===== config.mk =====
export PLATFORM = sky130hd
export DESIGN_NAME = lb_slave_top
export DESIGN_NICKNAME = d
export VERILOG_FILES = /design/src/source/lb_map_pkg.sv /design/src/source/lb_ctl_pkg.sv /design/src/source/lb_bus_if.sv /design/src/source/lb_write_decode.sv /design/src/source/mirror_ram.sv /design/src/source/led_pwm.sv /design/src/source/lb_read_pipe.sv /design/src/source/lb_slave_top.sv
export VERILOG_INCLUDE_DIRS = /design/src /design/src/source
export SDC_FILE = /design/constraint.sdc
export NUM_CORES = 1
export LEC_CHECK = 0
export BUFFER_PORTS_ARGS = -buffer_cell sky130_fd_sc_hd__buf_4
export CAP_MARGIN = 20
export CORE_MARGIN = 2
export CORE_UTILIZATION = 51
export DETAILED_ROUTE_END_ITERATION = 10
export GPL_TIMING_DRIVEN = 0
export PLACE_DENSITY = 0.67
export SYNTH_ARGS = -nofsm -noshare
export SYNTH_HDL_FRONTEND = slang
export SYNTH_SLANG_ARGS = --single-unit
export TNS_END_PERCENT = 50

===== constraint.sdc =====
create_clock -name clk -period 2.6 [get_ports clk]
set_input_delay 0.13 -clock clk [delete_from_list [all_inputs] [get_ports clk]]
set_output_delay 0.13 -clock clk [all_outputs]
set_load 0.01 [all_outputs]

===== src/source/lb_slave_defs.svh =====
// ==========================================================
// Local-bus slave widths, reset values and fixed read words
// ==========================================================
`ifndef LB_SLAVE_DEFS_SVH
`define LB_SLAVE_DEFS_SVH

// Host bus widths
`define LB_ADDR_W 24
`define LB_DATA_W 32

// Mirror memory holds 2**MIRROR_AW words
`define MIRROR_AW 5

// LED PWM counter, its carry is the uptime tick
`define LED_CW 10

// Reset value of the misc configuration register
`define MISC_DEFAULT 8'h5A

// Identification words, read in order they spell a greeting
`define HELLO_0 "Hell"
`define HELLO_1 "o wo"
`define HELLO_2 "rld!"
`define HELLO_3 "(::)"

// Returned for unused bank slots and unmapped regions
`define BANK_FILL "zzzz"
`define REGION_FILL 32'hdeadbeef

`endif


===== src/source/lb_map_pkg.sv =====
// ==========================================================
// Local-bus address map: regions, bank and write registers
// ==========================================================
package lb_map_pkg;

	// Address bits 23..16 select the region
	typedef enum logic [7:0] {
		REG_BANK = 8'h00,
		MIRROR   = 8'h05
	} region_e;

	// Address bits 3..0 inside the read-only register bank
	typedef enum logic [3:0] {
		HELLO0      = 4'h0,
		HELLO1      = 4'h1,
		HELLO2      = 4'h2,
		HELLO3      = 4'h3,
		FAULT_COUNT = 4'h4,
		UPTIME      = 4'h8,
		STATUS      = 4'h9
	} bank_reg_e;

	// Address bits 4..0 of a write to the MIRROR region
	typedef enum logic [4:0] {
		LED_USER  = 5'd1,
		LED1_DUTY = 5'd2,
		LED2_DUTY = 5'd3,
		MISC_CFG  = 5'd8
	} wr_reg_e;

endpackage


===== src/source/lb_ctl_pkg.sv =====
// ==========================================================
// Control register set written by the host
// ==========================================================
package lb_ctl_pkg;

	// Duty factors are in units of 4 counts out of 1024
	typedef struct packed {
		logic       led_user;
		logic [7:0] led1_duty;
		logic [7:0] led2_duty;
		logic [7:0] misc_cfg;
	} ctl_regs_t;

endpackage


===== src/source/lb_bus_if.sv =====
// ==========================================================
// Host local bus inside the slave: address, strobe, rd, data
// ==========================================================
`include "lb_slave_defs.svh"

interface lb_bus_if;

	logic [`LB_ADDR_W-1:0] addr;
	logic                  strobe;
	// High for a read, low for a write
	logic                  rd;
	logic [`LB_DATA_W-1:0] wdata;

	modport decoder (
		input addr,
		input strobe,
		input rd,
		input wdata
	);

	modport mirror (
		input addr,
		input wdata
	);

	modport reader (
		input addr,
		input strobe,
		input rd
	);

endinterface


===== src/source/lb_write_decode.sv =====
// ==========================================================
// Write decoder: host writes into control registers and the
// mirror write strobe
// ==========================================================
`include "lb_slave_defs.svh"

module lb_write_decode
	import lb_map_pkg::*;
	import lb_ctl_pkg::*;
(
	input  logic      clk,
	input  logic      arst_n,
	lb_bus_if.decoder bus,
	output ctl_regs_t ctl,
	output logic      mirror_we
);

	logic local_write;

	// Only writes to the MIRROR region reach the control registers
	assign local_write = bus.strobe & ~bus.rd &
		(region_e'(bus.addr[23:16]) == MIRROR);

	// Every local write also lands in the mirror for readback
	assign mirror_we = local_write;

	always_ff @(posedge clk or negedge arst_n) begin
		if (!arst_n) begin
			ctl.led_user  <= 1'b0;
			ctl.led1_duty <= 8'd0;
			ctl.led2_duty <= 8'd0;
			ctl.misc_cfg  <= `MISC_DEFAULT;
		end else if (local_write) begin
			case (wr_reg_e'(bus.addr[4:0]))
				LED_USER: begin
					ctl.led_user <= bus.wdata[0];
				end
				LED1_DUTY: begin
					ctl.led1_duty <= bus.wdata[7:0];
				end
				LED2_DUTY: begin
					ctl.led2_duty <= bus.wdata[7:0];
				end
				MISC_CFG: begin
					ctl.misc_cfg <= bus.wdata[7:0];
				end
				// Other offsets only go to the mirror
				default: begin
				end
			endcase
		end
	end

endmodule


===== src/source/mirror_ram.sv =====
// ==========================================================
// Mirror memory: 32 words, one write port, registered read
// ==========================================================
`include "lb_slave_defs.svh"

module mirror_ram (
	input  logic                  clk,
	lb_bus_if.mirror              bus,
	input  logic                  we,
	output logic [`LB_DATA_W-1:0] rdata
);

	localparam int DEPTH = 1 << `MIRROR_AW;

	logic [`LB_DATA_W-1:0] mem [DEPTH];
	logic [`MIRROR_AW-1:0] word_addr;

	// Write and read share the low address bits
	assign word_addr = bus.addr[`MIRROR_AW-1:0];

	always_ff @(posedge clk) begin
		if (we) begin
			mem[word_addr] <= bus.wdata;
		end
	end

	// Read every cycle, the read pipeline picks the word when needed
	always_ff @(posedge clk) begin
		rdata <= mem[word_addr];
	end

endmodule


===== src/source/led_pwm.sv =====
// ==========================================================
// LED PWM: free-running counter, uptime and two comparators
// ==========================================================
`include "lb_slave_defs.svh"

module led_pwm
	import lb_ctl_pkg::*;
(
	input  logic        clk,
	input  logic        arst_n,
	input  ctl_regs_t   ctl,
	output logic [31:0] uptime,
	output logic        led1,
	output logic        led2
);

	logic [`LED_CW-1:0] led_cc;
	logic               led_tick;

	// Carry out of the counter gives one tick per 1024 cycles
	always_ff @(posedge clk or negedge arst_n) begin
		if (!arst_n) begin
			led_cc   <= '0;
			led_tick <= 1'b0;
			uptime   <= 32'd0;
			led1     <= 1'b0;
			led2     <= 1'b0;
		end else begin
			{led_tick, led_cc} <= {1'b0, led_cc} + (`LED_CW+1)'(1);
			if (led_tick) begin
				uptime <= uptime + 32'd1;
			end
			// High for 4*duty counts out of 1024
			led1 <= led_cc < {ctl.led1_duty, 2'b00};
			led2 <= led_cc < {ctl.led2_duty, 2'b00};
		end
	end

endmodule


===== src/source/lb_read_pipe.sv =====
// ==========================================================
// Two-cycle read pipeline: register bank, fault counter and
// region select onto data_in
// ==========================================================
`include "lb_slave_defs.svh"

module lb_read_pipe
	import lb_map_pkg::*;
(
	input  logic                  clk,
	input  logic                  arst_n,
	lb_bus_if.reader              bus,
	input  logic                  fault,
	input  logic [31:0]           uptime,
	input  logic [7:0]            misc_cfg,
	input  logic [`LB_DATA_W-1:0] mirror_rdata,
	output logic [`LB_DATA_W-1:0] data_in
);

	logic                  do_rd;
	logic                  do_rd_r;
	logic                  do_rd_r2;
	region_e               region_r;
	logic [15:0]           fault_count;
	logic [`LB_DATA_W-1:0] bank_word;
	logic [`LB_DATA_W-1:0] read_word;

	assign do_rd = bus.strobe & bus.rd;

	// Cross-domain fault pulses wrap at 16 bits
	always_ff @(posedge clk or negedge arst_n) begin
		if (!arst_n) begin
			fault_count <= 16'd0;
		end else if (fault) begin
			fault_count <= fault_count + 16'd1;
		end
	end

	// Read cycle picks the bank word while the mirror reads
	always_ff @(posedge clk) begin
		if (do_rd) begin
			case (bank_reg_e'(bus.addr[3:0]))
				HELLO0:      bank_word <= `HELLO_0;
				HELLO1:      bank_word <= `HELLO_1;
				HELLO2:      bank_word <= `HELLO_2;
				HELLO3:      bank_word <= `HELLO_3;
				FAULT_COUNT: bank_word <= {16'd0, fault_count};
				UPTIME:      bank_word <= uptime;
				STATUS:      bank_word <= {24'd0, misc_cfg};
				default:     bank_word <= `BANK_FILL;
			endcase
		end
	end

	// Only the region bits are needed in the second cycle
	always_ff @(posedge clk or negedge arst_n) begin
		if (!arst_n) begin
			do_rd_r  <= 1'b0;
			do_rd_r2 <= 1'b0;
			region_r <= REG_BANK;
		end else begin
			do_rd_r  <= do_rd;
			do_rd_r2 <= do_rd_r;
			region_r <= region_e'(bus.addr[23:16]);
		end
	end

	// Second cycle selects the region
	always_ff @(posedge clk) begin
		if (do_rd_r) begin
			case (region_r)
				REG_BANK: read_word <= bank_word;
				MIRROR:   read_word <= mirror_rdata;
				default:  read_word <= `REGION_FILL;
			endcase
		end
	end

	// Output word holds until the next read completes
	always_ff @(posedge clk or negedge arst_n) begin
		if (!arst_n) begin
			data_in <= '0;
		end else if (do_rd_r2) begin
			data_in <= read_word;
		end
	end

endmodule


===== src/source/lb_slave_top.sv =====
// ==========================================================
// Local-bus register slave top: host bus to control, mirror,
// register bank and LED PWM
// ==========================================================
`include "lb_slave_defs.svh"

module lb_slave_top
	import lb_ctl_pkg::*;
(
	input  logic                  clk,
	input  logic                  arst_n,
	input  logic [`LB_ADDR_W-1:0] addr,
	input  logic                  control_strobe,
	input  logic                  control_rd,
	input  logic [`LB_DATA_W-1:0] data_out,
	output logic [`LB_DATA_W-1:0] data_in,
	input  logic                  xdomain_fault,
	output logic                  led_user_mode,
	output logic                  led1,
	output logic                  led2,
	output logic [7:0]            misc_cfg
);

	lb_bus_if bus ();

	ctl_regs_t             ctl;
	logic                  mirror_we;
	logic [`LB_DATA_W-1:0] mirror_rdata;
	logic [31:0]           uptime;

	// Host pins onto the internal bus
	assign bus.addr   = addr;
	assign bus.strobe = control_strobe;
	assign bus.rd     = control_rd;
	assign bus.wdata  = data_out;

	lb_write_decode write_decode_i (
		.clk       (clk),
		.arst_n    (arst_n),
		.bus       (bus.decoder),
		.ctl       (ctl),
		.mirror_we (mirror_we)
	);

	mirror_ram mirror_i (
		.clk   (clk),
		.bus   (bus.mirror),
		.we    (mirror_we),
		.rdata (mirror_rdata)
	);

	led_pwm led_pwm_i (
		.clk    (clk),
		.arst_n (arst_n),
		.ctl    (ctl),
		.uptime (uptime),
		.led1   (led1),
		.led2   (led2)
	);

	lb_read_pipe read_pipe_i (
		.clk          (clk),
		.arst_n       (arst_n),
		.bus          (bus.reader),
		.fault        (xdomain_fault),
		.uptime       (uptime),
		.misc_cfg     (ctl.misc_cfg),
		.mirror_rdata (mirror_rdata),
		.data_in      (data_in)
	);

	assign led_user_mode = ctl.led_user;
	assign misc_cfg      = ctl.misc_cfg;

endmodule


==> results.py <==
metrics = {
    "sta": {
        "rsz0062_at_grt": "no",
        "fmax_mhz": 379,
        "finalCriticalPeriod_ps": 2640,
        "slew_violations": 0,
        "setup_slack_ps": -39.4,
        "period_share": 1.02,
        "worst_pin_slew_ps": 1240,
        "finalClockSkew_ps": 29.9,
        "hold_viol": 0,
        "max-slew-margin-rel": 0.172,
        "setup_viol": 120,
    },
    "die": {
        "initial_core_util": 0.512,
        "die_area_um2": 97400,
        "die-width_um": 312,
        "core_um2": 94600,
        "ioPinCount": 104,
        "num_rows": 113,
        "die_h_um": 312,
    },
    "setup_path": {
        "criticalPathCategory": "in -> reg",
        "critical_path.max_fanout": 13,
        "end_kind": "flop",
        "cp_data_required_time_ps": 3090,
        "worstRegToRegCells": 5,
        "cp-start-kind": "input pin",
        "arrival_ps": 3130,
    },
    "routing": {
        "antenna_left": 0,
        "first_iter_violations": 3148,
        "route.detailed.drc": 0,
        "vias": 26600,
        "wire_per_inst_um": 29.5,
        "drt-total-wl_um": 128000,
        "first_pass_iters": 6,
        "drt-vias-per-instance": 6.14,
    },
    "synth": {
        "yosysMostFrequentCell": "edfxtp_1",
        "ys_seq_elements": 1248,
        "synthCells": 2601,
        "synth_area_um2": 48400,
        "synthDistinctLibCells": 64,
        "yosysTopAreaCell": "edfxtp_1",
        "ys_warn_count": 0,
        "synth_nets": 2679,
        "netlist_top_cells_count": "1,088 x edfxtp_1, 175 x mux4_2, 149 x mux2i_1, 129 x nor2_1, 124 x dfrtp_1",
        "async_flop_share": 0.103,
        "synthTopCellsByArea": "edfxtp_1 67%, mux4_2 8.1%, dfrtp_1 6.4%",
        "ys.flop_type": "edfxtp_1",
        "synth_top_area_frac": 0.675,
        "syn_area_per_cell_um2": 18.6,
        "seq_area_frac_synth": 0.754,
        "synth_edf_count": 1088,
    },
    "place": {
        "port_buffers": 91,
        "place_inst": 4004,
        "gp_congestion": 0.935,
        "dp_hpwl_um": 84500,
        "pre_cts_ws_ps": -1780,
    },
    "final_layout": {
        "layout-drive-gt1-share": 0.254,
        "area_growth_pct": 18.1,
        "stdcell_count": 4323,
        "layout.nets": 3031,
        "final_util": 0.604,
    },
    "clocking": {
        "cts-root-buf": "clkbuf_16",
        "htree_levels": 4,
        "cts_max_path_buffers": 3,
        "cts_buffers": 131,
        "cts_sinks": 1248,
        "cts_tree": "done",
        "clk_latency_ps": 750,
        "path_clk_slew_ps": 60,
    },
    "grt": {
        "antenna_found_initial": 0,
        "gr-total-overflow": 0,
        "grt_pass1_wl_um": 184000,
        "grt_max_degree": 77,
        "grt_use_total": 0.263,
        "grt_pass1_vias": 26700,
    },
    "worst_hold_path": {
        "min_path_cells": 2,
        "hold_path_class": "in -> reg",
    },
    "power_and_ir_drop": {
        "vdd_drop_max_uv": 615,
        "total_leakage_power_nw": 19.7,
        "powerDensity_nw_per_um2": 743,
    },
    "flow_run": {
        "drv_cap": 0,
    },
    "run_status": {
        "outcome": "finished, violations left",
        "violations": "negative setup slack",
    },
}
metal layers:
metal | GRT usage | vias to the layer above | part of all wire
li1 | - | 11100 | -
met1 | 0.355 | 13700 | 0.38
met2 | 0.425 | 1409 | 0.48
met3 | 0.0502 | 279 | 0.093
met4 | 0.110 | 0 | 0.040
met5 | 0 | - | 0
power by group:
| part | internal [W] | switching (W) | total (W) |
|---|---|---|---|
| Clock | 0.0103 | 0.00766 | 0.0180 |
| Combinational | 0.000847 | 0.00144 | 0.00228 |
| Sequential | 0.0220 | 0.000194 | 0.0222 |
| Total | 0.0332 | 0.00929 | 0.0425 |
kinds of logic (layout without fill, tap and decap cells):
logic type	count (synthesis)	count (layout)	synth area share
AOI/OAI and AO/OA	297	297	0.0410
and+or+nand+nor	391	391	0.0376
adders and majority gates	17	17	0.00439
DFF	1248	1248	0.754
xor gates and xnor gates	54	54	0.00977
muxes	423	423	0.135
other	0	1	0
buffers and inverters	171	627	0.0177
layout make-up:
type / count / area (um^2)
antenna: 1 / 2.50
inverter: 24 / 90.1
timing repair buffer: 219 / 2710
multi-input combinational: 1182 / 11300
fill: 6724 / 37400
tap: 1265 / 1580
buffer: 147 / 795
sequential: 1248 / 36500
clock buffer: 156 / 3490
clock inverter: 81 / 636
timing repair:
item | in CTS | in global routing
setup buffers | 27 | 9
gates resized for setup | 12 | 10
endpoints found under the hold margin | 1189 | 0
hold buffers | 44 | 0
pin swaps | 18 | 8
gates cloned | 0 | 0
setup endpoints to repair | 887 | 241
final timing paths:
path,slack [ps],endpoint,startpoint
min in group asynchronous,470,read_pipe_i.region_r[5],arst_n
setup / recovery,-40,mirror_i.mem[7][20],addr[4]
hold reg to reg,460,read_pipe_i.data_in[21],read_pipe_i.read_word[21]
hold / removal,40,read_pipe_i.region_r[3],addr[19]
setup reg to reg,200,mirror_i.rdata[18],mirror_i.mem[11][18]
max in group asynchronous,1730,write_decode_i.ctl[4],arst_n
per-stage QoR:
step	hold slack (ps)	power [W]	area, um^2	setup TNS (ps)
2_1_floorplan	-166	0.0237	48500	-273930
3_3_place_gp	250	0.0247	50800	-2616720
3_5_place_dp	108	0.0248	52000	-1157780
4_1_cts	6.68	0.0426	57000	0
5_1_grt	36.6	0.0436	57200	0
6_report	43.6	0.0425	57200	-1710
cell usage in the layout (no fill, tap or decap), types with 14 or more instances in the layout:
cell type      instances
dlygate4sd3_1         43
buf_2                 46
dfrtp_1              124
or3_1                 22
a221oi_1              16
a22oi_1               31
buf_1                 14
nand3_1               29
mux4_2               175
o21ai_0               46
dfxtp_1               32
edfxtp_1            1088
clkinv_1              32
a21oi_1               72
xnor2_1               37
clkbuf_1              61
mux2i_1              149
mux2_2                97
nand2_1              117
xor2_1                17
buf_16                22
buf_12                36
clkinv_2              22
nor2_4                20
nor2_1               111
ha_1                  17
inv_1                 22
o22ai_1               54
clkbuf_16            135
nand4_1               16
buf_4                132
a221o_1               15
critical path: stages:
cell and delay (ps):
buf_4 160, clkbuf_1 590, clkbuf_2 480, clkbuf_2 530
clkdlybuf4s15_2 680, nor3_4 130, buf_16 190, buf_8 170
flip-flops by register name, indices dropped and copies added, names as in the netlist, 8 cells and up:
name / flops
mirror_i.rdata: 32
read_pipe_i.region_r: 8
write_decode_i.ctl: 25
led_pwm_i.led_cc: 10
read_pipe_i.bank_word: 32
led_pwm_i.uptime: 32
read_pipe_i.data_in: 32
read_pipe_i.fault_count: 16
read_pipe_i.read_word: 32
mirror_i.mem: 1024
Note: power is estimated with default switching activity, not from simulation.
